## config.mk

```make
export PLATFORM = sky130hd
export DESIGN_NAME = dcache_repl_policy_flat
export DESIGN_NICKNAME = d
export VERILOG_FILES = /design/src/hw/dcache_pkg.sv /design/src/hw/dcache_fill_if.sv /design/src/hw/dcache_repl_policy.sv /design/src/flat_wrapper.sv
export SDC_FILE = /design/constraint.sdc
export NUM_CORES = 1
export LEC_CHECK = 0
export BUFFER_PORTS_ARGS = -buffer_cell sky130_fd_sc_hd__buf_2
export CAP_MARGIN = 20
export CORE_AREA = 2 2 182 95
export DETAILED_ROUTE_END_ITERATION = 7
export DIE_AREA = 0 0 184 97
export PLACE_DENSITY_LB_ADDON = 0.08
export SETUP_SLACK_MARGIN = 0.4
export SLEW_MARGIN = 20
export SYNTH_ARGS = -nofsm -noshare
export SYNTH_HDL_FRONTEND = slang
export SYNTH_SLANG_ARGS = --single-unit
```

## constraint.sdc

```tcl
create_clock -name clk -period 7.32 [get_ports clk]
set_input_delay 0.732 -clock clk [delete_from_list [all_inputs] [get_ports clk]]
set_output_delay 0.732 -clock clk [all_outputs]
set_load 0.005 [all_outputs]
```

## src/hw/dcache_pkg.sv

```systemverilog
package dcache_pkg;
	// Cache geometry
	localparam int DC_ADDR_W     = 32;
	localparam int DC_DATA_W     = 32;
	localparam int DC_WAYS       = 4;
	localparam int DC_INDEX_W    = 4;
	localparam int DC_SETS       = 1 << DC_INDEX_W; // 16 sets
	localparam int DC_OFFSET_W   = 2;
	localparam int DC_LINE_WORDS = 1 << DC_OFFSET_W;
	localparam int DC_TAG_W      = DC_ADDR_W - DC_INDEX_W - DC_OFFSET_W - 2; // 2 byte bits

	// Set dueling
	localparam int DC_BIP_LEADER   = 8;  // Always BIP
	localparam int DC_LIP_LEADER   = 15; // Always LIP
	localparam int DC_PSEL_W       = 10;
	localparam int DC_PSEL_INIT    = 512; // Midpoint, followers start on BIP
	localparam int DC_BIP_PERIOD_W = 5;   // One MRU insertion per 32 misses

	typedef logic [DC_DATA_W-1:0]   dc_word_t;
	typedef logic [DC_TAG_W-1:0]    dc_tag_t;
	typedef logic [DC_INDEX_W-1:0]  dc_index_t;
	typedef logic [DC_OFFSET_W-1:0] dc_offset_t;
	typedef logic [1:0]             dc_way_t; // log2 of DC_WAYS

	// Same 32 bits seen either as a bus address or as lookup fields
	typedef union packed {
		logic [DC_ADDR_W-1:0] raw;
		struct packed {
			dc_tag_t    tag;
			dc_index_t  index;
			dc_offset_t offset;
			logic [1:0] byte_sel; // Ignored, word accesses only
		} f;
	} dc_addr_u;

	typedef dc_word_t [DC_LINE_WORDS-1:0] dc_line_t; // Word 0 in the low bits

	// Miss FSM
	typedef enum logic [2:0] {
		ST_READY,       // Lookup, hits answered
		ST_FLUSH_REQ,   // Waiting for write grant
		ST_FLUSH_DATA,  // Dirty victim going out
		ST_REFILL_REQ,  // Waiting for read grant
		ST_REFILL_DATA  // Line coming in
	} dc_state_e;

endpackage

```

## src/hw/dcache_fill_if.sv

```systemverilog
interface dcache_fill_if;
	import dcache_pkg::*;

	logic       fill_we;     // One strobe per refill word
	dc_way_t    fill_way;    // Way being refilled
	dc_index_t  fill_index;
	dc_offset_t fill_offset; // Word position within the line
	dc_word_t   fill_data;
	logic       fill_done;   // With the last word

	// Miss controller drives everything
	modport ctrl (output fill_we, fill_way, fill_index, fill_offset, fill_data, fill_done);

	// Tag and data arrays
	modport array (input fill_we, fill_way, fill_index, fill_offset, fill_data, fill_done);

	// Recency update only needs where and when
	modport policy (input fill_way, fill_index, fill_done);

endinterface

```

## src/hw/dcache_repl_policy.sv

```systemverilog
module dcache_repl_policy (
	input  logic                           clk,
	input  logic                           rst_n,
	input  dcache_pkg::dc_index_t          i_index,
	input  logic                           i_hit_resp,  // Hit answered this cycle
	input  dcache_pkg::dc_way_t            i_hit_way,
	input  logic                           i_miss_start,
	input  logic [dcache_pkg::DC_WAYS-1:0] i_way_valid,
	dcache_fill_if.policy                  fill,
	output dcache_pkg::dc_way_t            o_victim_way
);
	import dcache_pkg::*;

	dc_way_t [DC_WAYS-1:0] order [DC_SETS]; // [0] least recent, [DC_WAYS-1] most recent
	logic [DC_PSEL_W-1:0]       psel;
	logic [DC_BIP_PERIOD_W-1:0] bip_ctr;
	logic                       ins_mru;   // Insertion decided at miss start
	logic                       set_bip;
	dc_index_t                  upd_index;
	dc_way_t                    upd_way;
	dc_way_t                    upd_pos;
	logic                       upd_mru;
	dc_way_t [DC_WAYS-1:0]      cur_order;
	dc_way_t [DC_WAYS-1:0]      new_order;
	logic [DC_WAYS-1:0]         way_seen;
	logic                       perm_ok;

	// Leaders are fixed, followers go with the selector
	always_comb begin
		if (i_index == dc_index_t'(DC_BIP_LEADER))
			set_bip = 1'b1;
		else if (i_index == dc_index_t'(DC_LIP_LEADER))
			set_bip = 1'b0;
		else
			set_bip = (psel >= DC_PSEL_W'(DC_PSEL_INIT));
	end

	// Victim: lowest invalid way, else LRU
	always_comb begin
		o_victim_way = order[i_index][0];
		for (int w = DC_WAYS - 1; w >= 0; w--) begin
			if (!i_way_valid[w])
				o_victim_way = dc_way_t'(w);
		end
	end

	// Hit and fill_done never coincide
	assign upd_index = fill.fill_done ? fill.fill_index : i_index;
	assign upd_way   = fill.fill_done ? fill.fill_way : i_hit_way;
	assign upd_mru   = fill.fill_done ? ins_mru : 1'b1; // Hits always promote

	always_comb begin
		cur_order = order[upd_index];
		upd_pos   = '0;
		for (int p = 0; p < DC_WAYS; p++) begin
			if (cur_order[p] == upd_way)
				upd_pos = dc_way_t'(p);
		end
		new_order = cur_order;
		if (upd_mru) begin
			for (int p = 0; p < DC_WAYS - 1; p++) begin
				if (p >= upd_pos)
					new_order[p] = cur_order[p+1]; // Close the gap
			end
			new_order[DC_WAYS-1] = upd_way;
		end else begin
			for (int p = 1; p < DC_WAYS; p++) begin
				if (p <= upd_pos)
					new_order[p] = cur_order[p-1]; // Push older ones up
			end
			new_order[0] = upd_way;
		end
	end

	always_ff @(posedge clk) begin
		if (!rst_n) begin
			for (int s = 0; s < DC_SETS; s++)
				for (int p = 0; p < DC_WAYS; p++)
					order[s][p] <= dc_way_t'(p); // Way 0 LRU
		end else if (i_hit_resp || fill.fill_done) begin
			order[upd_index] <= new_order;
		end
	end

	// Selector counts leader misses only
	always_ff @(posedge clk) begin
		if (!rst_n) begin
			psel    <= DC_PSEL_W'(DC_PSEL_INIT);
			bip_ctr <= '0;
			ins_mru <= 1'b0;
		end else if (i_miss_start) begin
			if (i_index == dc_index_t'(DC_BIP_LEADER) && psel != '0)
				psel <= psel - 1'b1; // BIP missed, lean to LIP
			else if (i_index == dc_index_t'(DC_LIP_LEADER) && psel != '1)
				psel <= psel + 1'b1;
			bip_ctr <= bip_ctr + 1'b1; // Every miss
			ins_mru <= set_bip && (bip_ctr == '0); // Selector value before this miss
		end
	end

	// Every set must keep each way exactly once
	always_comb begin
		perm_ok  = 1'b1;
		way_seen = '0;
		for (int s = 0; s < DC_SETS; s++) begin
			way_seen = '0;
			for (int p = 0; p < DC_WAYS; p++)
				way_seen[order[s][p]] = 1'b1;
			if (way_seen != '1)
				perm_ok = 1'b0;
		end
	end

	a_order_perm: assert property (@(posedge clk) disable iff (!rst_n) perm_ok);

endmodule

```

## src/flat_wrapper.sv

```systemverilog
// flat-port wrapper written by rule: the top's interface ports become plain ports
module dcache_repl_policy_flat import dcache_pkg::*;
  (clk, rst_n, i_index, i_hit_resp, i_hit_way, i_miss_start, i_way_valid, o_victim_way, fill_fill_way, fill_fill_index, fill_fill_done);
  dcache_fill_if fill_i ();
  input  logic clk;
  input  logic rst_n;
  input  dcache_pkg::dc_index_t i_index;
  input  logic i_hit_resp;
  input  dcache_pkg::dc_way_t i_hit_way;
  input  logic i_miss_start;
  input  logic [dcache_pkg::DC_WAYS-1:0] i_way_valid;
  output dcache_pkg::dc_way_t o_victim_way;
  input wire logic [$bits(fill_i.fill_way)-1:0] fill_fill_way;
  input wire logic [$bits(fill_i.fill_index)-1:0] fill_fill_index;
  input wire logic [$bits(fill_i.fill_done)-1:0] fill_fill_done;
  assign fill_i.fill_way = fill_fill_way;
  assign fill_i.fill_index = fill_fill_index;
  assign fill_i.fill_done = fill_fill_done;
  dcache_repl_policy u_core (.clk(clk), .rst_n(rst_n), .i_index(i_index), .i_hit_resp(i_hit_resp), .i_hit_way(i_hit_way), .i_miss_start(i_miss_start), .i_way_valid(i_way_valid), .fill(fill_i), .o_victim_way(o_victim_way));
endmodule
```

Word-level counts from Yosys, hierarchy flattened. Memories as Yosys holds them, arrays and structs flattened. Index checks and enable logic that the tools add are counted.

Add/sub/neg operators: 3. Multiply operators: 0. Div/mod/pow operators: 0. Order comparisons: 7. Eq/ne operators: 6. Shift-type cells: 0. Multiplexer cells: 28. Bitwise logic cells: 0. Reductions and logical operators: 9.

Operator list (number): 2-bit two-way mux (13); 10-bit two-way mux (2); 8-bit two-way mux (2); 10-bit by 1-bit adder with 10-bit output (second input constant) (1); 10-bit >= comparator (second input constant) (1); 10-bit inequality test (second input constant) (1); 10-bit nonzero test (1); 10-bit by 1-bit subtractor with 10-bit output (second input constant) (1); 1-bit two-way mux (9); 4-bit == test (second input constant) (2); 4-bit two-way mux (2); 8-bit OR reduction (1); 2-bit == test (3); 5-bit by 1-bit adder with 5-bit output (second input constant) (1); 5-bit logical NOT (1); 1-bit by 2-bit >= comparator with 1-bit output (first input constant) (2); 2-bit less-or-equal comparator (first input constant) (2); 1-bit logical AND (3); 2-bit >= comparator (first input constant) (1); 1-bit by 2-bit less-or-equal comparator with 1-bit output (first input constant) (1); 2-bit AND reduction (1); 2-bit nonzero test (1); 1-bit logical OR (1).

Flip-flop bits (word level): 16. Bits in latches: 0. Bits in writable memories: 128. ROM bits: 0. Output and inout bits: 2. Logic and storage cells: 57. Memories: 1.

Memory list: u_core.order (depth 16, bits a word 8, read ports 2, clocked after memory_dff 0, write ports 16, RTL line dcache_repl_policy.sv:14) `dc_way_t [DC_WAYS-1:0] order [DC_SETS];`.

Depth between registers and ports, before layout. Gate-level depths: netlist of run 1. An unclocked memory read counts as a cell.

Word-level depth: 10. Depth in mapped cells: 15. Mapped depth without buffers: 13.

Worst setup path before layout of run 1. No wires, ideal clock.

Path kind: input-to-reg. Start point: in fill_fill_done. End point: mem u_core.order[10][3] in the netlist's numbering, data pin. Setup time: 253 ps. Arrival: 3463 ps. Required time: 7067 ps. Slack: 3605 ps. Stages: 13. Path buffers: 4. Cell sequence: buf_6 -> mux2_4 -> buf_6 -> buf_12 -> mux4_2 -> nor2_1 -> nor4_4 -> xnor2_4 -> a2bb2oi_4 -> mux2i_1 -> or3b_4 -> buf_6 -> and2_4.

RTL lines: start, declared (RTL line flat_wrapper.sv:15) `input wire logic [$bits(fill_i.fill_done)-1:0] fill_fill_done;`; end, declared (RTL line dcache_repl_policy.sv:14).

==> results of run 1 <==
stage by stage:
step	std cells	hold WS [ns]
3_3_place_gp	877	0.5363
3_5_place_dp	877	0.5435
4_1_cts	909	0.5522
2_1_floorplan	675	0.4971
6_report	909	0.5550
5_1_grt	909	0.5950
power by group through the flow:
stage	sequential, mW	combinational [mW]	clock, mW
final	0.931	0.318	0.982
after global routing	0.933	0.338	1.02
after CTS	0.931	0.309	0.985
after detailed placement	0.948	0.309	0
after global placement	0.947	0.304	0
after floorplan	0.941	0.228	0
cell type report:
type                    count  area share (%)
flip-flops and latches    144           46.87
multi-input cells         485           40.46
inverters                   9          0.3802
clock buffers              17           4.788
well taps                 210           2.957
clock inverters            15           2.577
repair buffers             29           1.972
metal layers:
layer | vias to the layer above | part of all wire (%) | GRT usage, %
li1 | 2513 | - | -
met3 | 32 | 12 | 7.869
met1 | 2883 | 48 | 41.79
met5 | - | 0 | 0
met4 | 0 | 1.5 | 7.446
met2 | 330 | 39 | 32.57
worst max-delay path, cell delays in order:
cell     delay, ns
buf_2         0.47
mux2i_4       0.74
buf_12        0.29
mux2i_1       0.28
mux2i_1       0.13
o22ai_1       0.56
nor2_1        0.20
or3_1         0.35
o221a_2       0.28
nand3_1       0.60
nand2_1       0.12
synth_stat cells, drive strengths merged (2+ instances only):
cell type    n  area (um2)
nor2b       14       87.58
and2        25       181.4
o21a         3       22.52
a31oi        2       33.78
edfxtp     128        3844
mux2i       35       362.8
o22a         2       17.52
a21oi       16       80.08
o21bai       4       30.03
inv          9       33.78
nand2      116       435.4
or3          6       37.54
nor4         5       58.80
mux2         6       71.31
buf         22       152.6
dfxtp       16       320.3
mux4        33       743.2
clkbuf      15       56.30
nand4        6       37.54
a2bb2oi      3       43.80
o221ai       2       17.52
a21o         5       37.54
nand2b       4       25.02
ha          10       125.1
nor2        85       319.1
o21ai       13       65.06
a22oi        4       30.03
nor3        22       160.2
nand3       11       55.05
o211ai       5       42.54
o22ai        3       25.02
a221oi       2       23.77
or3b         2       20.02
xnor2       15       157.7
nand3b       2       15.01
o211a        2       20.02
o32a         2       20.02
logic make-up (layout without fill, tap and decap cells):
family	after synthesis	in the layout	synth area share (%)
compound gates	79	79	7.608
xor+xnor	16	16	2.082
fa+ha+maj	11	11	1.816
buf+inv	46	70	3.037
flops	144	144	52.10
mux	74	74	14.73
simple gates	305	305	18.63
flip-flops by register name, summed over array words and instances, names as in the netlist:
register / count
u_core.ins_mru: 1
u_core.order: 128
u_core.bip_ctr: 5
u_core.psel: 10
how the worst max path moves through the flow:
stage | cells after the start | start | endpoint | slack, ns
5_1_grt | 11 | fill_fill_done | u_core.order[2][2]$_SDFFCE_PN1P_ | 2.49
2_1_floorplan | 13 | fill_fill_done | u_core.order[10][3]$_SDFFCE_PN0P_ | 3.60
3_3_place_gp | 11 | fill_fill_done | u_core.order[14][0]$_SDFFCE_PN0P_ | 2.28
3_5_place_dp | 11 | fill_fill_done | u_core.order[0][0]$_SDFFCE_PN0P_ | 2.13
4_1_cts | 11 | fill_fill_done | u_core.order[9][0]$_SDFFCE_PN0P_ | 2.58
6_report | 11 | fill_fill_done | u_core.order[7][2]$_SDFFCE_PN1P_ | 2.64
==> summary.md, run 1 <==
| Metric | Value |
|---|---|
| Type of destination of the critical path | flip-flop |
| Placed instance area | 8222 um2 |
| # rows | 33 |
| Setup violators final | 0 |
| Die Y | between 90 and 100 um |
| CP arrival | slightly below 5 ns |
| Fmax | 0.2136 GHz |
| GRT Total Usage | between 20% and 30% |
| Hold Path Class | reg -> reg |
| Footprint of the multi-input gates | roughly 3600 um2 |
| Crit Path Max Fanout | 29 |
| Longest Clk Path Bufs | 2 |
| Final hold violation count | 0 |
| # Max-Cap Violations | 0 |
| Filler Cell Count | about 1400 |
| Mapped Nets | ~710 |
| Vias in the first global route | 5437 |
| Sw Pwr | between 0.6 and 0.7 mW |
| Min-delay src | u_core.psel[6]$_SDFFE_PN0P_ |
| Post-cts gate resize count | 0 |
| Fin Setup TNS | 0 ns |
| Status | finished, final reports clean |
| Cts hold-fix bufs | 0 |
| Clk slew on worst S/H paths | 0.06 ns |
| Iter 0 DRT Violations | between 700 and 800 |
| GPL Wtd Cong | around 0.9 |
| Hold path cells | 2 |
| Vias | around 5800 |
| P per Cell Area | about 250 nW/um2 |
| Worst-case reg-to-reg path depth | 13 |
| Skew final | 0.009006 ns |
| Antenna viol nets, final | 0 |
| Final Critical Period | around 4.7 ns |
| Reg-to-reg slack, setup | ~3.8 ns |
| Die X | 184 um |
| Post-route DRC | 0 |
| YS warnings | 0 |
| Most frequent cells in the layout | 128 x edfxtp_1, 116 x nand2_1, 85 x nor2_1 |
| Antenna violations before repair | 0 |
| Worst rel slew slack | around 31% |
| Dpl ws | 2.131 ns |
| Area Growth Syn to Fin | 11.16% |
| H-tree levels | 4 |
| Full die area | 17850 um2 |
| Seq cells post-synth | between 100 and 150 |
| DRT Wirelength | 21900 um |
| Clk root buf | clkbuf_16 |
| Leakage Power | 2.975 nW |
| Fraction of layout cells with a size suffix above 1 | between 10% and 20% |
| Fraction of registers with async set/reset | 0% |
| CTS Buf Count | 17 |
| Skew-Pair Late Insertion Delay | 0.44 ns |
| Worst-Margin Slew | between 1 and 1.5 ns |
| Clock Sinks | 144 |
| Final Max Tran Viols | 0 |
| Final core area utilization | 55.17% |
| Total Power | approximately 2.2 mW |
| Register Area | 4164 um2 |
| Detail Placement HPWL | 16100 um |
| Vias/cell | roughly 6.3 |
| Yosys cell types | 78 |
| Post-synth EDFFs | ~130 |
| CTS tree | done |
| Fin nets | ~720 |
| CP Class | in -> reg |
| Cell area after layout | 8885 um2 |
| WL/cell | around 24 um |
| Post-Synthesis Cells | just under 700 |
| Syn Area/Cell | 11.84 um2 |
| Clock Power Share | 44.0% |
| Port bufs | 22 |
| Commonest non-fill, non-tap cell in the layout | edfxtp_1 |
| Setup Buffers After CTS | 0 |
| CP Launch Type | input port |
| Drt first pass iters | 5 |
| Initial Util | about half |
| Comb pwr share | roughly 14% |
| Top FF cell, synth | edfxtp_1 |
| Reg2reg end | u_core.psel[9]$_SDFFE_PN1P_ |
| Part of the power in registers | 41.7% |
| I/O pins | 23 |
| Syn Std Cell Area | roughly 8000 um2 |
| Critical path required time | ~7.5 ns |
| Antenna cells | 0 |
| Hold worst-path end | u_core.psel[6]$_SDFFE_PN0P_ |
| Grt ovf | 0 |
| RSZ-0062 raised after global routing | no |
| Maximum vdd drop | 0.0001855 V |
| Final WS setup | around 2.6 ns |
| Core region area | about 16000 um2 |
| Seq/Total Area, Yosys | roughly 52% |
| First-pass GRT wire length | 33430 um |
| Int Pwr | 1.630 mW |
| Fin crit share | between 60 and 70% |
| Reg2reg start | u_core.psel[2]$_SDFFE_PN0P_ |
| Largest net degree at the start of global routing | 41 |
| Switch share | between 20% and 30% |
(Power assumes the default switching activity.)
==> run 2, diff against run 1 <==
ABC_AREA = 1   (was unset)
CORE_AREA = 2 2 184 96   (was 2 2 182 95)
DIE_AREA = 0 0 186 98   (was 0 0 184 97)
clock period = 4.35 ns   (was 7.32 ns; I/O delays follow)
==> summary.md, run 2 <==
| Metric | Value |
|---|---|
| Status | finished, final reports clean (unchanged) |
| Final core area utilization | 54.03% (was 55.17%) |
| Antenna viol nets, final | 0 (unchanged) |
| Final Critical Period | approximately 3.4 ns |
| Hold Path Class | in -> reg (was reg -> reg) |
| Post-synth EDFFs | 128 (unchanged) |
| Largest Register | u_core.order (unchanged) |
| I/O pins | 23 (unchanged) |
| Fin nets | 1065 (was 718) |
| Maximum vdd drop | 0.0002839 V (was 0.0001855 V) |
| Top-count cell post-synth | nand2_1 (was edfxtp_1) |
| GRT Total Usage | 29.44% (was 25.89%) |
| P per Cell Area | 398.7 nW/um2 (was 251.1 nW/um2) |
| Largest net degree at the start of global routing | 67 (was 41) |
| Worst-Margin Slew | 1.038 ns (was 1.035 ns) |
| Vias/cell | 5.502 (was 6.334) |
| Clk slew on worst S/H paths | 0.06 ns (about the same) |
| Area Growth Syn to Fin | 12.04% (was 11.16%) |
| Clk root buf | clkbuf_16 (unchanged) |
| Setup Buffers After CTS | 0 (unchanged) |
| Port bufs | 22 (unchanged) |
| Full die area | 18230 um2 (was 17850 um2) |
| Fin Setup TNS | 0 ns (unchanged) |
| Max FFs per register | 128 (unchanged) |
| Most frequent cells in the layout | 302 x nand2_1, 129 x inv_1, 128 x edfxtp_1 (was 128 x edfxtp_1, 116 x nand2_1, 85 x nor2_1) |
| # rows | 34 (was 33) |
| GPL Wtd Cong | 0.9717 (was 0.9012) |
| Fin crit share | 78.18% |
| CTS tree | done (unchanged) |
| Critical path required time | 4.52 ns (was 7.48 ns) |
| Seq/Total Area, Yosys | 51.39% (was 52.10%) |
| Seq cells post-synth | 144 (unchanged) |
| Antenna cells | 0 (unchanged) |
| CP Launch Type | input port (unchanged) |
| Final Max Tran Viols | 0 (unchanged) |
| Clock Sinks | 144 (unchanged) |
| Yosys top cell area share | 47.44% (was 48.09%) |
| Detail Placement HPWL | 17520 um (was 16100 um) |
| RSZ-0062 raised after global routing | no (unchanged) |
| Total Power | 3.620 mW (was 2.231 mW) |
| Fraction of layout cells with a size suffix above 1 | 10.42% (was 19.46%) |
| Core region area | 16800 um2 (was 16100 um2) |
| Post-cts gate resize count | 0 (unchanged) |
| Largest regs | u_core.order (128), u_core.psel (10), u_core.bip_ctr (5) (unchanged) |
| Drt first pass iters | 6 (was 5) |
| Crit Path Max Fanout | 66 (was 29) |
| Fraction of registers with async set/reset | 0% (unchanged) |
| DRT Wirelength | 25360 um (was 21900 um) |
| Post-Synthesis Cells | 1008 (was 675) |
| CP Class | in -> reg (unchanged) |
| Leakage Power | 4.090 nW (was 2.975 nW) |
| Skew final | 0.01034 ns (was 0.009006 ns) |
| Top FF cell, synth | edfxtp_1 (unchanged) |
| Worst rel slew slack | 30.77% (was 30.84%) |
| Initial Util | 48.22% (was 49.63%) |
| Dpl ws | 0.6665 ns (was 2.131 ns) |
| YS warnings | 0 (unchanged) |
| Vias | 7043 (was 5758) |
| CTS Buf Count | 17 (unchanged) |
| First-pass GRT wire length | 39030 um (was 33430 um) |
| Antenna violations before repair | 0 (unchanged) |
| Final hold slack | 0.3132 ns (was 0.5550 ns) |
| CP arrival | 3.57 ns (was 4.84 ns) |
| H-tree levels | 4 (unchanged) |
| Cts hold-fix bufs | 0 (unchanged) |
| Final hold violation count | 0 (unchanged) |
| Grt ovf | 0 (unchanged) |
| Skew-Pair Late Insertion Delay | 0.43 ns (was 0.44 ns) |
| Iter 0 DRT Violations | 1000 (was 746) |
| Setup violators final | 0 (unchanged) |
| # Max-Cap Violations | 0 (unchanged) |
| Commonest non-fill, non-tap cell in the layout | nand2_1 (was edfxtp_1) |
| Die Y | 98 um (was 97 um) |
| Yosys cell types | 35 (was 78) |
| Post-route DRC | 0 (unchanged) |
| Final WS setup | 0.9490 ns (was 2.639 ns) |
| WL/cell | 19.81 um (was 24.09 um) |
| Synth cell count leaders | 303 x nand2_1, 129 x inv_1, 128 x edfxtp_1, 120 x nor2_1, 92 x nand3_1 (was 128 x edfxtp_1, 116 x nand2_1, 85 x nor2_1, 34 x mux2i_1, 33 x mux4_2) |
| Filler Cell Count | 1626 (was 1352) |
| Syn Area/Cell | 8.038 um2 (was 11.84 um2) |
| Longest Clk Path Bufs | 2 (unchanged) |
| Type of destination of the critical path | flip-flop (unchanged) |
| Mapped Nets | 1040 (was 707) |
| Vias in the first global route | 6436 (was 5437) |
| Die X | 186 um (was 184 um) |
| Fmax | around 0.29 GHz |
| Syn Std Cell Area | 8103 um2 (was 7993 um2) |
| Top cells by area, synth | edfxtp_1 47%, nand2_1 14%, inv_1 6.0% (was edfxtp_1 48%, mux4_2 9.3%, nand2_1 5.4%) |
| Yosys top cell by area | edfxtp_1 (unchanged) |
## run 2: area by class of cell
cell class              count  area (um2)  share of cell area (%)
inverters                 135       509.2                   5.609
repair buffers             47       310.3                   3.418
multi-input cells         688        3189                   35.13
flip-flops and latches    144        4164                   45.87
well taps                 234       292.8                   3.225
clock buffers              27       578.1                   6.367
clock inverters             5       35.03                  0.3859
## run 2: cells by family after synthesis
kind of cell,after synthesis,share of synthesized area (%)
AO/OA/AOI/OAI,109,7.628
XOR/XNOR,7,0.7567
adder cells (fa/ha/maj),11,1.791
buffers and inverters,176,9.373
flip-flops,144,51.39
AND/OR/NAND/NOR,561,29.06
## run 2: stage by stage
stage	cells	instance area, um2
after floorplan	1008	8103
after global placement	1248	8466
after detailed placement	1248	8466
after CTS	1280	9079
after global routing	1280	9079
final	1280	9079
## run 2: layer usage
| metal | part of all wire [%] | GRT usage (%) | vias up |
|---|---|---|---|
| li1 | - | - | 3341 |
| met4 | 1.0 | 6.541 | 0 |
| met3 | 11 | 7.162 | 23 |
| met1 | 50 | 48.24 | 3314 |
| met2 | 38 | 38.20 | 365 |
| met5 | 0 | 0 | - |
## run 2: power by group
group	switching, mW	leakage, nW	internal, mW	total, mW
logic	0.421	2.55	0.119	0.540
registers	0.0232	1.24	1.55	1.57
clock network	0.594	0.305	0.916	1.51
total	1.04	4.09	2.58	3.62
## run 2: final timing paths
path | depth (start not counted) | startpoint | slack [ns] | to
setup reg to reg | 17 | u_core.order[7][6]$_SDFFCE_PN1P_ | 1.47 | u_core.order[1][4]$_SDFFCE_PN0P_
hold / removal | 2 | i_miss_start | 0.31 | u_core.ins_mru$_SDFFE_PN0P_
setup / recovery | 20 | fill_fill_done | 0.95 | u_core.order[1][4]$_SDFFCE_PN0P_
hold reg to reg | 2 | u_core.bip_ctr[4]$_SDFFE_PN0P_ | 0.51 | u_core.bip_ctr[4]$_SDFFE_PN0P_
## run 2: critical path: stages
cell,delay (ns)
buf_2,0.32
nand2_1,0.16
nand2_2,0.12
buf_12,0.27
nand2_1,0.08
o21ai_1,0.11
nand2_1,0.09
nand2_1,0.09
nand2_1,0.06
nand2_1,0.11
nor2_1,0.06
nand2_1,0.05
nand2_1,0.06
nand2_2,0.17
inv_2,0.05
nand2_1,0.06
nand2_1,0.08
o21ai_2,0.80
buf_4,0.27
nor2_1,0.04
