### src/hw/dcache_pkg.sv
package dcache_pkg;
	// Cache geometry
	localparam int DC_ADDR_W     = 32;
	localparam int DC_DATA_W     = 32;
	localparam int DC_WAYS       = 4;
	localparam int DC_INDEX_W    = 4;
	localparam int DC_SETS       = 1 << DC_INDEX_W; // 16 sets
	localparam int DC_OFFSET_W   = 2;
	localparam int DC_LINE_WORDS = 1 << DC_OFFSET_W;
	localparam int DC_TAG_W      = DC_ADDR_W - DC_INDEX_W - DC_OFFSET_W - 2; // 2 byte bits

	// Set dueling
	localparam int DC_BIP_LEADER   = 8;  // Always BIP
	localparam int DC_LIP_LEADER   = 15; // Always LIP
	localparam int DC_PSEL_W       = 10;
	localparam int DC_PSEL_INIT    = 512; // Midpoint, followers start on BIP
	localparam int DC_BIP_PERIOD_W = 5;   // One MRU insertion per 32 misses

	typedef logic [DC_DATA_W-1:0]   dc_word_t;
	typedef logic [DC_TAG_W-1:0]    dc_tag_t;
	typedef logic [DC_INDEX_W-1:0]  dc_index_t;
	typedef logic [DC_OFFSET_W-1:0] dc_offset_t;
	typedef logic [1:0]             dc_way_t; // log2 of DC_WAYS

	// Same 32 bits seen either as a bus address or as lookup fields
	typedef union packed {
		logic [DC_ADDR_W-1:0] raw;
		struct packed {
			dc_tag_t    tag;
			dc_index_t  index;
			dc_offset_t offset;
			logic [1:0] byte_sel; // Ignored, word accesses only
		} f;
	} dc_addr_u;

	typedef dc_word_t [DC_LINE_WORDS-1:0] dc_line_t; // Word 0 in the low bits

	// Miss FSM
	typedef enum logic [2:0] {
		ST_READY,       // Lookup, hits answered
		ST_FLUSH_REQ,   // Waiting for write grant
		ST_FLUSH_DATA,  // Dirty victim going out
		ST_REFILL_REQ,  // Waiting for read grant
		ST_REFILL_DATA  // Line coming in
	} dc_state_e;

endpackage

### src/hw/dcache_fill_if.sv
interface dcache_fill_if;
	import dcache_pkg::*;

	logic       fill_we;     // One strobe per refill word
	dc_way_t    fill_way;    // Way being refilled
	dc_index_t  fill_index;
	dc_offset_t fill_offset; // Word position within the line
	dc_word_t   fill_data;
	logic       fill_done;   // With the last word

	// Miss controller drives everything
	modport ctrl (output fill_we, fill_way, fill_index, fill_offset, fill_data, fill_done);

	// Tag and data arrays
	modport array (input fill_we, fill_way, fill_index, fill_offset, fill_data, fill_done);

	// Recency update only needs where and when
	modport policy (input fill_way, fill_index, fill_done);

endinterface

### src/hw/dcache_miss_ctrl.sv
module dcache_miss_ctrl (
	input  logic                  clk,
	input  logic                  rst_n,
	input  logic                  i_req_valid,
	input  logic                  i_req_write,
	input  dcache_pkg::dc_addr_u  i_req_addr,
	input  logic                  i_tag_match,
	input  dcache_pkg::dc_way_t   i_victim_way,
	input  logic                  i_victim_valid,
	input  logic                  i_victim_dirty,
	input  dcache_pkg::dc_tag_t   i_victim_tag,
	input  dcache_pkg::dc_line_t  i_victim_line,
	input  logic                  i_mem_rd_gnt,
	input  logic                  i_mem_rvalid,
	input  dcache_pkg::dc_word_t  i_mem_rdata,
	input  logic                  i_mem_wr_gnt,
	input  logic                  i_mem_wready,
	dcache_fill_if.ctrl           fill,
	output logic                  o_rsp_valid,
	output logic                  o_store_en,
	output logic                  o_miss_start,
	output logic                  o_mem_rd_req,
	output dcache_pkg::dc_addr_u  o_mem_rd_addr,
	output logic                  o_mem_wr_req,
	output dcache_pkg::dc_addr_u  o_mem_wr_addr,
	output logic                  o_mem_wvalid,
	output dcache_pkg::dc_word_t  o_mem_wdata,
	output logic                  o_mem_wlast
);
	import dcache_pkg::*;

	dc_state_e  state, next_state;
	dc_tag_t    r_tag;      // Missing line
	dc_index_t  r_index;
	dc_way_t    r_way;      // Way to be replaced
	dc_tag_t    r_vtag;     // Victim tag for the flush address
	dc_line_t   flush_line; // Shift register with word 0 going out first
	dc_offset_t word_cnt;
	logic       hit, miss, last_word;

	// Only place a hit is gated by READY
	assign hit  = i_req_valid && i_tag_match && (state == ST_READY);
	assign miss = i_req_valid && !i_tag_match && (state == ST_READY);
	assign last_word = &word_cnt;

	assign o_rsp_valid  = hit;
	assign o_store_en   = hit && i_req_write;
	assign o_miss_start = miss;

	always_comb begin
		next_state = state;
		unique case (state)
			ST_READY:       if (miss) next_state = (i_victim_valid && i_victim_dirty) ?
						ST_FLUSH_REQ : ST_REFILL_REQ;
			ST_FLUSH_REQ:   if (i_mem_wr_gnt) next_state = ST_FLUSH_DATA;
			ST_FLUSH_DATA:  if (i_mem_wready && last_word) next_state = ST_REFILL_REQ;
			ST_REFILL_REQ:  if (i_mem_rd_gnt) next_state = ST_REFILL_DATA;
			ST_REFILL_DATA: if (i_mem_rvalid && last_word) next_state = ST_READY;
			default:        next_state = ST_READY;
		endcase
	end

	// Line-aligned burst addresses
	always_comb begin
		o_mem_wr_addr         = '0;
		o_mem_wr_addr.f.tag   = r_vtag;
		o_mem_wr_addr.f.index = r_index;
		o_mem_rd_addr         = '0;
		o_mem_rd_addr.f.tag   = r_tag;
		o_mem_rd_addr.f.index = r_index;
	end

	assign o_mem_wr_req = (state == ST_FLUSH_REQ);
	assign o_mem_wvalid = (state == ST_FLUSH_DATA);
	assign o_mem_wdata  = flush_line[0];
	assign o_mem_wlast  = o_mem_wvalid && last_word;
	assign o_mem_rd_req = (state == ST_REFILL_REQ);

	// Refill words straight into the arrays
	assign fill.fill_we     = (state == ST_REFILL_DATA) && i_mem_rvalid;
	assign fill.fill_done   = fill.fill_we && last_word;
	assign fill.fill_way    = r_way;
	assign fill.fill_index  = r_index;
	assign fill.fill_offset = word_cnt;
	assign fill.fill_data   = i_mem_rdata;

	// word_cnt wraps to 0 at the end of every burst
	always_ff @(posedge clk) begin
		if (!rst_n) begin
			state    <= ST_READY;
			word_cnt <= '0;
		end else begin
			state <= next_state;
			if ((o_mem_wvalid && i_mem_wready) || fill.fill_we)
				word_cnt <= word_cnt + 1'b1;
		end
	end

	always_ff @(posedge clk) begin
		if (miss) begin
			r_tag      <= i_req_addr.f.tag;
			r_index    <= i_req_addr.f.index;
			r_way      <= i_victim_way;
			r_vtag     <= i_victim_tag;
			flush_line <= i_victim_line; // Harmless when clean
		end else if (o_mem_wvalid && i_mem_wready) begin
			flush_line <= {{DC_DATA_W{1'b0}}, flush_line[DC_LINE_WORDS-1:1]};
		end
	end

	a_one_bus_req: assert property (@(posedge clk) disable iff (!rst_n)
		!(o_mem_rd_req && o_mem_wr_req));

endmodule

### src/flat_wrapper.sv
// flat-port wrapper written by rule: the top's interface ports become plain ports
module dcache_miss_ctrl_flat import dcache_pkg::*;
  (clk, rst_n, i_req_valid, i_req_write, i_req_addr, i_tag_match, i_victim_way, i_victim_valid, i_victim_dirty, i_victim_tag, i_victim_line, i_mem_rd_gnt, i_mem_rvalid, i_mem_rdata, i_mem_wr_gnt, i_mem_wready, o_rsp_valid, o_store_en, o_miss_start, o_mem_rd_req, o_mem_rd_addr, o_mem_wr_req, o_mem_wr_addr, o_mem_wvalid, o_mem_wdata, o_mem_wlast, fill_fill_we, fill_fill_way, fill_fill_index, fill_fill_offset, fill_fill_data, fill_fill_done);
  dcache_fill_if fill_i ();
  input  logic clk;
  input  logic rst_n;
  input  logic i_req_valid;
  input  logic i_req_write;
  input  dcache_pkg::dc_addr_u i_req_addr;
  input  logic i_tag_match;
  input  dcache_pkg::dc_way_t i_victim_way;
  input  logic i_victim_valid;
  input  logic i_victim_dirty;
  input  dcache_pkg::dc_tag_t i_victim_tag;
  input  dcache_pkg::dc_line_t i_victim_line;
  input  logic i_mem_rd_gnt;
  input  logic i_mem_rvalid;
  input  dcache_pkg::dc_word_t i_mem_rdata;
  input  logic i_mem_wr_gnt;
  input  logic i_mem_wready;
  output logic o_rsp_valid;
  output logic o_store_en;
  output logic o_miss_start;
  output logic o_mem_rd_req;
  output dcache_pkg::dc_addr_u o_mem_rd_addr;
  output logic o_mem_wr_req;
  output dcache_pkg::dc_addr_u o_mem_wr_addr;
  output logic o_mem_wvalid;
  output dcache_pkg::dc_word_t o_mem_wdata;
  output logic o_mem_wlast;
  output wire logic [$bits(fill_i.fill_we)-1:0] fill_fill_we;
  output wire logic [$bits(fill_i.fill_way)-1:0] fill_fill_way;
  output wire logic [$bits(fill_i.fill_index)-1:0] fill_fill_index;
  output wire logic [$bits(fill_i.fill_offset)-1:0] fill_fill_offset;
  output wire logic [$bits(fill_i.fill_data)-1:0] fill_fill_data;
  output wire logic [$bits(fill_i.fill_done)-1:0] fill_fill_done;
  assign fill_fill_we = fill_i.fill_we;
  assign fill_fill_way = fill_i.fill_way;
  assign fill_fill_index = fill_i.fill_index;
  assign fill_fill_offset = fill_i.fill_offset;
  assign fill_fill_data = fill_i.fill_data;
  assign fill_fill_done = fill_i.fill_done;
  dcache_miss_ctrl u_core (.clk(clk), .rst_n(rst_n), .i_req_valid(i_req_valid), .i_req_write(i_req_write), .i_req_addr(i_req_addr), .i_tag_match(i_tag_match), .i_victim_way(i_victim_way), .i_victim_valid(i_victim_valid), .i_victim_dirty(i_victim_dirty), .i_victim_tag(i_victim_tag), .i_victim_line(i_victim_line), .i_mem_rd_gnt(i_mem_rd_gnt), .i_mem_rvalid(i_mem_rvalid), .i_mem_rdata(i_mem_rdata), .i_mem_wr_gnt(i_mem_wr_gnt), .i_mem_wready(i_mem_wready), .fill(fill_i), .o_rsp_valid(o_rsp_valid), .o_store_en(o_store_en), .o_miss_start(o_miss_start), .o_mem_rd_req(o_mem_rd_req), .o_mem_rd_addr(o_mem_rd_addr), .o_mem_wr_req(o_mem_wr_req), .o_mem_wr_addr(o_mem_wr_addr), .o_mem_wvalid(o_mem_wvalid), .o_mem_wdata(o_mem_wdata), .o_mem_wlast(o_mem_wlast));
endmodule
### config.mk
export PLATFORM = sky130hd
export DESIGN_NAME = dcache_miss_ctrl_flat
export DESIGN_NICKNAME = d
export VERILOG_FILES = /design/src/hw/dcache_pkg.sv /design/src/hw/dcache_fill_if.sv /design/src/hw/dcache_miss_ctrl.sv /design/src/flat_wrapper.sv
export SDC_FILE = /design/constraint.sdc
export NUM_CORES = 1
export LEC_CHECK = 0
export BUFFER_PORTS_ARGS = -buffer_cell sky130_fd_sc_hd__clkbuf_2
export CORE_AREA = 2 2 146 148
export DETAILED_ROUTE_END_ITERATION = 12
export DIE_AREA = 0 0 148 150
export PLACE_DENSITY = 0.81
export SLEW_MARGIN = 10
export SYNTH_ARGS = -nofsm -noshare
export SYNTH_HDL_FRONTEND = slang
export SYNTH_SLANG_ARGS = --single-unit
### constraint.sdc
create_clock -name clk -period 11.65 [get_ports clk]
set_input_delay 1.7475 -clock clk [delete_from_list [all_inputs] [get_ports clk]]
set_output_delay 1.7475 -clock clk [all_outputs]
set_load 0.02 [all_outputs]
## Yosys cells after proc, flatten, opt, wreduce, memory -nomap -nowiden

Cells that the tools add are included.

- Input bits: 229
- Output and inout bits: 145
- Register bits after elaboration: 187
- Logic and storage cells: 47

- Mux-type cells: 9
- Reductions and logical operators: 18
- Add/subtract/negate cells: 1
- Eq/ne operators: 9

Operator list:

| kind | count |
|---|---|
| 128-bit two-way mux | 2 |
| 3-bit two-way mux | 5 |
| 3-bit one-hot mux with 5 select lines | 1 |
| 1-bit logical AND | 12 |
| 2-bit inequality test, second input constant | 4 |
| 3-bit by 2-bit equality test with 1-bit output, second input constant | 2 |
| 5-bit AND reduction | 1 |
| 3-bit by 1-bit equality test with 1-bit output, second input constant | 1 |
| 3-bit equality test, second input constant | 1 |
| 3-bit zero test | 1 |
| 2-bit by 1-bit adder with 2-bit output, second input constant | 1 |
| 2-bit two-way mux | 1 |
| 2-bit by 1-bit inequality test with 1-bit output, second input constant | 1 |
| 2-bit AND reduction | 1 |
| 2-bit nonzero test | 1 |
| 1-bit zero test | 1 |
| 1-bit logical OR | 1 |

## Depth between registers and ports, before layout

Gate-level depths: netlist of the first run.

- Depth in word-level cells: 5
- Gate-level depth with buffers: 7
- Gate-level depth less buffers: 5

## Least setup slack after synthesis of the first run

OpenSTA, ideal clock, no wires.

- Path type: input to register
- Start: input i_req_valid
- End: register u_core.flush_line[100] (netlist name), enable pin
- Path slack: 5.620 ns
- Arrival: 5.545 ns
- Library setup time: 0.486 ns
- Cell stages on the path: 5
- Cell sequence: nor2b_1 and2_1 buf_6 buf_4 a21o_1

- Word-level cells in the longest chain between the ends: 3

Ends and longest elaborated chain:

| what | RTL line | source |
|---|---|---|
| start: declaration | flat_wrapper.sv:7 | `input logic i_req_valid;` |
| 1-bit logical AND (2 in series) | dcache_miss_ctrl.sv:43 | `assign miss = i_req_valid && !i_tag_match && (state == ST_READY);` |
| via o_miss_start | flat_wrapper.sv:23 | `output logic o_miss_start;` |
| 2-bit nonzero test (no line) | - |  |
| end signal: assignment | dcache_miss_ctrl.sv:105 | `flush_line <= i_victim_line;` |
| end signal: assignment | dcache_miss_ctrl.sv:107 | `flush_line <= {{DC_DATA_W{1'b0}}, flush_line[DC_LINE_WORDS-1:1]};` |
| end: declaration | dcache_miss_ctrl.sv:37 | `dc_line_t flush_line;` |

The timed path passes the listed nets, and every way through them passes these cells.
A chain may end at the register's enable or synchronous reset.

## Final worst setup path of the first run

- Start: input i_req_valid
- End: output o_miss_start

- Word-level cells in the longest chain between the ends: 2

Ends and longest elaborated chain:

| what | RTL line |
|---|---|
| 1-bit logical AND (2 in series) | dcache_miss_ctrl.sv:43 |
| end: declaration | flat_wrapper.sv:23 |

Every way passes these cells.

==> results of run 1 <==
==> per-layer routing <==
layer / track usage, % / part of all wire, % / wire (microns) / up-vias
li1: - / - / - / 2086
met1: 18.0 / 40 / 6990 / 2193
met2: 25.4 / 52 / 9050 / 141
met3: 3.41 / 4.7 / 809 / 45
met4: 7.24 / 3.1 / 538 / 0
met5: 0 / 0 / 0 / -
==> layout by cell type (no fill, tap or decap), types with 2 or more instances in the layout <==
cell	instances
clkbuf_2	297
edfxtp_1	182
mux2_2	76
and3_1	34
mux2_4	20
clkbuf_16	17
conb_1	8
nor2_1	7
dfxtp_1	5
and2_1	4
inv_8	4
inv_6	4
clkinv_8	4
buf_4	4
inv_1	3
a21oi_1	3
nand2_1	3
mux2i_1	3
nor2b_1	2
nand3b_1	2
clkinv_4	2
==> worst max-delay path by stage <==
stage / slack (ps) / start / cells past startpoint / to
floorplan: 5620 / i_req_valid / 5 / u_core.flush_line[100]
global placement: 6780 / i_req_valid / 4 / o_miss_start
global route: 6700 / i_req_valid / 4 / o_miss_start
detailed placement: 6780 / i_req_valid / 4 / o_miss_start
CTS: 6790 / i_req_valid / 4 / o_miss_start
finish: 6810 / i_req_valid / 4 / o_miss_start
==> flip-flops by register name, indices dropped and copies added, names as in the netlist <==
name and flops:
u_core.fill.fill_index 4, u_core.fill.fill_offset 2, u_core.fill.fill_way 2, u_core.flush_line 96
u_core.o_mem_wdata 32, u_core.r_tag 24, u_core.r_vtag 24, u_core.state 3
==> power by group <==
part / switching [uW] / internal (uW)
Combinational: 96.0 / 78.2
Sequential: 13.6 / 796
Clock: 284 / 312
==> area by class of cell <==
class | count | share of cell area, %
multi-input cells | 178 | 17.3
inverters | 3 | 0.116
clock inverters | 15 | 1.98
clock buffers | 17 | 4.37
flip-flops and latches | 187 | 57.2
well taps | 275 | 3.53
repair buffers | 301 | 15.6
==> cell families after synthesis <==
group / after synthesis / share of synthesized area, %
flip-flops: 187 / 69.7
buffers and inverters: 103 / 9.79
other: 1 / 0.0470
AND/OR/NAND/NOR: 58 / 4.39
XOR/XNOR: 1 / 0.110
multiplexers: 99 / 14.9
AO/OA/AOI/OAI: 11 / 0.956
adder cells (fa/ha/maj): 1 / 0.157
==> critical path: cells and delay by family <==
family	cells	cell delay, ps
and+or+nand+nor	2	1050
buffers and inverters	2	290
==> cells in the mapped netlist (all sizes together) <==
| cell | n |
|---|---|
| a211o | 1 |
| a211oi | 1 |
| a21o | 1 |
| a21oi | 3 |
| a22oi | 1 |
| a31oi | 1 |
| and2 | 5 |
| and3 | 34 |
| buf | 94 |
| clkbuf | 6 |
| conb | 1 |
| dfxtp | 5 |
| edfxtp | 182 |
| ha | 1 |
| inv | 3 |
| mux2 | 96 |
| mux2i | 3 |
| nand2 | 3 |
| nand3 | 1 |
| nand3b | 2 |
| nor2 | 7 |
| nor2b | 3 |
| nor3 | 2 |
| o211a | 1 |
| o21ai | 1 |
| o2bb2ai | 1 |
| or3b | 1 |
| xnor2 | 1 |
==> stage by stage <==
step	hold slack (ps)	setup WS [ps]	power (uW)	utilization, %	instance area [sq um]
5_1_grt	559	6700	1630	47.1	9740
4_1_cts	540	6790	1600	47.1	9740
2_1_floorplan	525	5620	963	-	8010
6_report	540	6810	1580	47.1	9740
3_5_place_dp	522	6780	1000	44.1	9120
3_3_place_gp	512	6780	994	44.1	9120
==> report_table.html, run 1 <==
<table>
<tr><th>Metric</th><th>Value</th></tr>
<tr><th colspan="2">Outcome</th></tr>
<tr><td>Run status</td><td>completed</td></tr>
<tr><th colspan="2">Detailed routing</th></tr>
<tr><td>Detailed-route vias per instance</td><td>between 4 and 5</td></tr>
<tr><td>Mean routed wirelength per cell</td><td>17.8 microns</td></tr>
<tr><td>Total via count in the routed design</td><td>~4,500</td></tr>
<tr><td>Antenna violation net count after detailed routing</td><td>0</td></tr>
<tr><td>Number of search-and-repair iterations in the first detailed-routing pass</td><td>4</td></tr>
<tr><td>Routed wire length</td><td>17.4 mm</td></tr>
<tr><td>Iteration-0 DRC count of the detailed router</td><td>approximately 250</td></tr>
<tr><td>DRC violation count after routing</td><td>0</td></tr>
<tr><th colspan="2">Clock tree</th></tr>
<tr><td>Clock Path Buffers</td><td>2</td></tr>
<tr><td>Hold buffer count at CTS</td><td>0</td></tr>
<tr><td>CTS tree</td><td>yes</td></tr>
<tr><td>Cells resized by post-CTS repair</td><td>0</td></tr>
<tr><td>Clock net sink count</td><td>between 150 and 200</td></tr>
<tr><td>Clock transition at the register clock pins on the worst setup and hold paths after CTS</td><td>70 ps</td></tr>
<tr><td>CTS H-Tree Depth</td><td>4</td></tr>
<tr><td>Post-CTS setup repair buffer count</td><td>0</td></tr>
<tr><td>Clock Latency Late Sink</td><td>approximately 420 ps</td></tr>
<tr><td>TritonCTS Buffers</td><td>17</td></tr>
<tr><td>Library cell used as clock root buffer</td><td>clkbuf_16</td></tr>
<tr><th colspan="2">Timing</th></tr>
<tr><td>Final clock skew</td><td>18.1 ps</td></tr>
<tr><td>Final clock period utilization by the worst path</td><td>about two fifths</td></tr>
<tr><td>Number of pins exceeding their max-slew limit in the final report</td><td>0</td></tr>
<tr><td>Slew at the pin with the worst max-slew slack</td><td>roughly 1000 ps</td></tr>
<tr><td>Setup-failing EPs final</td><td>0</td></tr>
<tr><td>Worst slew margin relative to its limit</td><td>between 30% and 40%</td></tr>
<tr><td>Clock period minus final worst setup slack</td><td>between 4000 and 5000 ps</td></tr>
<tr><td>Unrepaired setup endpoints after global routing</td><td>false</td></tr>
<tr><td>Peak Freq</td><td>207 MHz</td></tr>
<tr><td>Final Hold Fails</td><td>0</td></tr>
<tr><td>Total negative slack</td><td>0 ps</td></tr>
<tr><th colspan="2">Yosys</th></tr>
<tr><td>Yosys top cell area share</td><td>between 60% and 70%</td></tr>
<tr><td>Fraction of the yosys area taken by sequential cells</td><td>between 60 and 70%</td></tr>
<tr><td>Top cells by area in the synthesized netlist</td><td>edfxtp_1, mux2_2, buf_4</td></tr>
<tr><td>Library cell occupying the most area in the post-synthesis netlist</td><td>edfxtp_1</td></tr>
<tr><td>Netlist area before placement</td><td>0.00799 sq mm</td></tr>
<tr><td>Count of warnings emitted by yosys</td><td>0</td></tr>
<tr><td>Netlist cell types</td><td>33</td></tr>
<tr><td>Number of flip-flops and latches in the synthesized netlist</td><td>187</td></tr>
<tr><td>Cell count after synthesis</td><td>461</td></tr>
<tr><td>Avg Inst Size Synth</td><td>about 17 sq um</td></tr>
<tr><th colspan="2">Pwr</th></tr>
<tr><td>Power Density</td><td>about 160 mW/mm^2</td></tr>
<tr><td>Leak pwr</td><td>0.00409 uW</td></tr>
<tr><td>Maximum vdd drop</td><td>approximately 95 uV</td></tr>
<tr><th colspan="2">Floorplan</th></tr>
<tr><td>Placeable core area</td><td>~0.021 sq mm</td></tr>
<tr><td>Number of I/O pins</td><td>374</td></tr>
<tr><td># rows</td><td>53</td></tr>
<tr><td>Total Die Area</td><td>~0.022 sq mm</td></tr>
<tr><td>Die height</td><td>150 microns</td></tr>
<tr><td>Starting utilization of the core area</td><td>between 30% and 40%</td></tr>
<tr><td>Floorplan die width</td><td>~150 microns</td></tr>
<tr><th colspan="2">Cells and area</th></tr>
<tr><td>Register area</td><td>0.00557 sq mm</td></tr>
<tr><td>Total number of nets in the final design</td><td>just over 900</td></tr>
<tr><td>N_diodes</td><td>0</td></tr>
<tr><td>Filler Cells Inserted</td><td>between 1,500 and 2,000</td></tr>
<tr><td>Share of final-layout standard cells stronger than drive strength 1</td><td>61.9%</td></tr>
<tr><td>Area overhead of the layout relative to synthesis</td><td>21.9%</td></tr>
<tr><td>Area of combinational cells with multiple inputs</td><td>0.00168 sq mm</td></tr>
<tr><td>Final Instance Count excl. Fillers</td><td>slightly below 1,000</td></tr>
<tr><th colspan="2">Worst hold path</th></tr>
<tr><td>Startpoint of the tightest hold check path</td><td>u_core.flush_line[73]</td></tr>
<tr><td>Path category of the worst min-delay check</td><td>reg -&gt; reg</td></tr>
<tr><td>Cell depth of the worst hold path</td><td>1</td></tr>
<tr><td>Hold Path End</td><td>u_core.flush_line[41]</td></tr>
<tr><th colspan="2">Global route</th></tr>
<tr><td>Vias in the first global route</td><td>approximately 4,500</td></tr>
<tr><td>Initial antenna violation count</td><td>0</td></tr>
<tr><td>Total global routing overflow</td><td>0</td></tr>
<tr><td>First-pass GRT wire length</td><td>24.8 mm</td></tr>
<tr><td>Total routing usage reported by global routing</td><td>~15%</td></tr>
<tr><td>Pin count of the biggest net entering global routing</td><td>between 80 and 90</td></tr>
<tr><th colspan="2">Worst setup path</th></tr>
<tr><td>Crit start category</td><td>input port</td></tr>
<tr><td>Cells traversed along the worst timing path</td><td>clkbuf_2, nor2b_4, and2_4, clkbuf_2</td></tr>
<tr><td>Req. time, crit path</td><td>~10000 ps</td></tr>
<tr><td>Slowest Stage Delay on Critical Path</td><td>between 600 and 700 ps</td></tr>
<tr><td>Endpoint of the worst-slack reg-to-reg timing path</td><td>u_core.flush_line[68]</td></tr>
<tr><td>Worst Reg-to-Reg Cells</td><td>4</td></tr>
<tr><td>Source of the worst register-to-register timing path</td><td>u_core.state[2]</td></tr>
<tr><td>Register-to-register setup slack</td><td>8430 ps</td></tr>
<tr><td>Capturing element type of the critical path</td><td>primary output</td></tr>
<tr><td>Crit Path Class</td><td>in -&gt; out</td></tr>
<tr><td>Crit-path max FO</td><td>35</td></tr>
<tr><td>Critical path arrival</td><td>between 3000 and 4000 ps</td></tr>
<tr><td>Slowest cell on the critical path</td><td>nor2b_4</td></tr>
<tr><td>Top cell by count, worst path</td><td>clkbuf_2</td></tr>
<tr><th colspan="2">Place</th></tr>
<tr><td>Gpl congestion</td><td>~0.77</td></tr>
<tr><td>Total instance count after detailed placement</td><td>between 900 and 1,000</td></tr>
<tr><td>Post-detail-place hpwl</td><td>between 10 and 15 mm</td></tr>
<tr><td>Number of buffer cells added on primary ports</td><td>297</td></tr>
<tr><th colspan="2">Job</th></tr>
<tr><td>Maximum Capacitance Violations</td><td>0</td></tr>
</table>
(Power assumes the default switching activity.)
==> run 2: changes to the inputs <==
ABC_AREA = 1   (was default)
CORE_AREA = 2 2 145 147   (was 2 2 146 148)
DIE_AREA = 0 0 147 149   (was 0 0 148 150)
PLACE_DENSITY = 0.84   (was 0.81)
clock period = 4.4 ns   (was 11.65 ns; I/O delays follow)
==> run 2 against run 1 <==
  * Hold slack lost 140 ps
  * Synthesized cell count is 53% higher
  * Register-to-register slack got worse by 6900 ps
  * Non-clock buffer count down 1
  * Critical path depth up 1
  * Worst setup slack worse by 5300 ps
==> report_table.html, run 2 <==
<table>
<tr><th>Metric</th><th>Value</th></tr>
<tr><th colspan="2">Detailed routing</th></tr>
<tr><td>Total via count in the routed design</td><td>5,315</td></tr>
<tr><td>Iteration-0 DRC count of the detailed router</td><td>approximately 350</td></tr>
<tr><td>Detailed-route vias per instance</td><td>~4.4</td></tr>
<tr><td>DRC violation count after routing</td><td>0</td></tr>
<tr><td>Antenna violation net count after detailed routing</td><td>0</td></tr>
<tr><td>Routed wire length</td><td>between 15 and 20 mm</td></tr>
<tr><td>Number of search-and-repair iterations in the first detailed-routing pass</td><td>5</td></tr>
<tr><td>Mean routed wirelength per cell</td><td>between 10 and 15 microns</td></tr>
<tr><th colspan="2">Cells and area</th></tr>
<tr><td>N_diodes</td><td>0</td></tr>
<tr><td>Number of flip-flops in the largest register</td><td>96</td></tr>
<tr><td>Most used cells in the layout excluding fill and tap cells</td><td>nand2_1, clkbuf_2, edfxtp_1, nor2_1, inv_1</td></tr>
<tr><td>Total number of nets in the final design</td><td>between 1,000 and 1,500</td></tr>
<tr><td>Share of final-layout standard cells stronger than drive strength 1</td><td>a little over a third</td></tr>
<tr><td>Area overhead of the layout relative to synthesis</td><td>22.1%</td></tr>
<tr><td>Most frequent standard cell in the layout excluding fill and tap cells</td><td>nand2_1</td></tr>
<tr><td>Filler Cells Inserted</td><td>just under 2,000</td></tr>
<tr><td>Top reg by flops</td><td>u_core.flush_line</td></tr>
<tr><th colspan="2">Worst setup path</th></tr>
<tr><td>Crit-path max FO</td><td>approximately 130</td></tr>
<tr><td>Register-to-register setup slack</td><td>around 1500 ps</td></tr>
<tr><td>Req. time, crit path</td><td>~4500 ps</td></tr>
<tr><td>Capturing element type of the critical path</td><td>flop</td></tr>
<tr><td>Endpoint of the worst-slack reg-to-reg timing path</td><td>u_core.flush_line[87]</td></tr>
<tr><td>Crit start category</td><td>flop</td></tr>
<tr><td>Critical path arrival</td><td>around 3000 ps</td></tr>
<tr><td>Crit Path Class</td><td>reg -&gt; reg</td></tr>
<tr><td>Source of the worst register-to-register timing path</td><td>u_core.state[2]</td></tr>
<tr><td>Worst Reg-to-Reg Cells</td><td>5</td></tr>
<tr><th colspan="2">Yosys</th></tr>
<tr><td>Yosys top cell area share</td><td>between 60 and 70%</td></tr>
<tr><td>Number of flip-flops and latches in the synthesized netlist</td><td>187</td></tr>
<tr><td>Fraction of the yosys area taken by sequential cells</td><td>70.3%</td></tr>
<tr><td>Avg Inst Size Synth</td><td>between 10 and 15 sq um</td></tr>
<tr><td>Top cells by area in the synthesized netlist</td><td>edfxtp_1, nand2_1, buf_4</td></tr>
<tr><td>Netlist cell types</td><td>21</td></tr>
<tr><td>Asr flop ratio synth</td><td>0%</td></tr>
<tr><td>Cell count after synthesis</td><td>706</td></tr>
<tr><td>Commonest cells post-synth</td><td>nand2_1, edfxtp_1, buf_4, nor2_1, inv_1</td></tr>
<tr><td>Netlist area before placement</td><td>~0.008 sq mm</td></tr>
<tr><td>Number of synthesized flops with an enable pin</td><td>182</td></tr>
<tr><td>Count leader, synth</td><td>nand2_1</td></tr>
<tr><td>Prevailing post-synth register cell</td><td>edfxtp_1</td></tr>
<tr><td>Library cell occupying the most area in the post-synthesis netlist</td><td>edfxtp_1</td></tr>
<tr><td>Count of warnings emitted by yosys</td><td>0</td></tr>
<tr><th colspan="2">Floorplan</th></tr>
<tr><td>Floorplan die width</td><td>roughly 150 microns</td></tr>
<tr><td>Starting utilization of the core area</td><td>38.5%</td></tr>
<tr><td>Number of I/O pins</td><td>374</td></tr>
<tr><td>Die height</td><td>149 microns</td></tr>
<tr><td>Total Die Area</td><td>around 0.022 sq mm</td></tr>
<tr><td># rows</td><td>53</td></tr>
<tr><td>Placeable core area</td><td>a little over 0.02 sq mm</td></tr>
<tr><th colspan="2">Worst hold path</th></tr>
<tr><td>Cell depth of the worst hold path</td><td>1</td></tr>
<tr><td>Hold Path End</td><td>u_core.r_vtag[7]</td></tr>
<tr><td>Startpoint of the tightest hold check path</td><td>i_victim_tag[7]</td></tr>
<tr><td>Path category of the worst min-delay check</td><td>in -&gt; reg</td></tr>
<tr><th colspan="2">Timing</th></tr>
<tr><td>Unrepaired setup endpoints after global routing</td><td>false</td></tr>
<tr><td>Setup-failing EPs final</td><td>0</td></tr>
<tr><td>Clock period minus final worst setup slack</td><td>between 2000 and 3000 ps</td></tr>
<tr><td>Final Hold Fails</td><td>0</td></tr>
<tr><td>Minimum setup slack in the final design</td><td>between 1000 and 1500 ps</td></tr>
<tr><td>Total negative slack</td><td>0 ps</td></tr>
<tr><td>Number of pins exceeding their max-slew limit in the final report</td><td>0</td></tr>
<tr><td>Slew at the pin with the worst max-slew slack</td><td>about 1000 ps</td></tr>
<tr><td>Worst hold-check slack</td><td>403 ps</td></tr>
<tr><td>Peak Freq</td><td>343 MHz</td></tr>
<tr><td>Final clock skew</td><td>roughly 14 ps</td></tr>
<tr><td>Final clock period utilization by the worst path</td><td>66.2%</td></tr>
<tr><td>Worst slew margin relative to its limit</td><td>33.2%</td></tr>
<tr><th colspan="2">Clock tree</th></tr>
<tr><td>CTS H-Tree Depth</td><td>4</td></tr>
<tr><td>Hold buffer count at CTS</td><td>0</td></tr>
<tr><td>Library cell used as clock root buffer</td><td>clkbuf_16</td></tr>
<tr><td>Clock transition at the register clock pins on the worst setup and hold paths after CTS</td><td>90 ps</td></tr>
<tr><td>TritonCTS Buffers</td><td>17</td></tr>
<tr><td>Clock Path Buffers</td><td>2</td></tr>
<tr><td>Post-CTS setup repair buffer count</td><td>0</td></tr>
<tr><td>Cells resized by post-CTS repair</td><td>0</td></tr>
<tr><td>Clock Latency Late Sink</td><td>about 430 ps</td></tr>
<tr><td>Clock net sink count</td><td>187</td></tr>
<tr><td>CTS tree</td><td>yes</td></tr>
<tr><th colspan="2">Global route</th></tr>
<tr><td>Total global routing overflow</td><td>0</td></tr>
<tr><td>First-pass GRT wire length</td><td>between 20 and 30 mm</td></tr>
<tr><td>Total routing usage reported by global routing</td><td>16.5%</td></tr>
<tr><td>Met1 track demand over resource</td><td>a little over a fifth</td></tr>
<tr><td>Busiest metal layer after global routing</td><td>met2</td></tr>
<tr><td>Initial antenna violation count</td><td>0</td></tr>
<tr><td>Routing usage on met2</td><td>25.6%</td></tr>
<tr><td>Pin count of the biggest net entering global routing</td><td>about 130</td></tr>
<tr><td>Met3 GRT Util</td><td>under 10%</td></tr>
<tr><td>Vias in the first global route</td><td>~5,200</td></tr>
<tr><th colspan="2">Pwr</th></tr>
<tr><td>Power Density</td><td>between 500 and 600 mW/mm^2</td></tr>
<tr><td>Final total power</td><td>between 5000 and 6000 uW</td></tr>
<tr><td>Maximum vdd drop</td><td>between 500 and 600 uV</td></tr>
<tr><td>Leak pwr</td><td>roughly 0.0046 uW</td></tr>
<tr><th colspan="2">Place</th></tr>
<tr><td>Gpl congestion</td><td>between 0.8 and 0.9</td></tr>
<tr><td>Number of buffer cells added on primary ports</td><td>~300</td></tr>
<tr><td>DP Worst Slack</td><td>roughly 1200 ps</td></tr>
<tr><td>Post-detail-place hpwl</td><td>between 10 and 15 mm</td></tr>
<tr><th colspan="2">Outcome</th></tr>
<tr><td>Run status</td><td>completed</td></tr>
<tr><th colspan="2">Job</th></tr>
<tr><td>Maximum Capacitance Violations</td><td>0</td></tr>
</table>
==> run 2: layer usage <==
| layer | vias up | part of all wire (%) |
|---|---|---|
| li1 | 2630 | - |
| met1 | 2431 | 42 |
| met4 | 0 | 1.4 |
| met2 | 238 | 47 |
| met5 | - | 0 |
| met3 | 16 | 9.8 |
==> run 2: worst max path at each step <==
stage	startpoint	to	slack, ps	cells after the start
final	u_core.state[2]	u_core.flush_line[87]	1490	5
after global routing	u_core.state[2]	u_core.flush_line[44]	1280	5
after detailed placement	i_tag_match	u_core.flush_line[117]	1240	6
after floorplan	i_tag_match	u_core.flush_line[100]	1140	7
after global placement	i_tag_match	u_core.flush_line[116]	1280	6
after CTS	u_core.state[2]	u_core.o_mem_wdata[12]	1460	5
==> run 2: layout make-up <==
cell class | instances | area, sq um | share of cell area, %
clock inverters | 15 | 166 | 1.72
inverters | 43 | 164 | 1.70
well taps | 275 | 344 | 3.56
multi-input cells | 378 | 1490 | 15.4
repair buffers | 300 | 1510 | 15.6
clock buffers | 17 | 425 | 4.40
flip-flops and latches | 187 | 5570 | 57.6
==> run 2: power breakdown <==
group / switching (uW) / total (uW) / internal [uW]
Combinational: 1030 / 1410 / 377
Sequential: 143 / 2750 / 2600
Clock: 759 / 1530 / 770
Total: 1930 / 5680 / 3750
==> run 2: critical path, cell delays in order, from the launching register on <==
cell and delay (ps):
dfxtp_1 400, nor2_4 210, nand2_2 120, nor2_4 470, inv_4 390, nand2_8 760
==> run 2: cells by family after synthesis <==
group / Yosys count / synth area share [%]
simple gates: 364 / 17.7
flops: 187 / 70.3
buf+inv: 148 / 11.4
compound gates: 5 / 0.316
fa+ha+maj: 1 / 0.158
other cells: 1 / 0.0474
==> run 2: metrics by stage <==
step	instances	area, sq um	util (%)
floorplan	713	7950	-
global placement	1183	9070	44.1
detailed placement	1183	9070	44.1
CTS	1215	9660	47.0
global route	1215	9660	47.0
finish	1215	9660	47.0
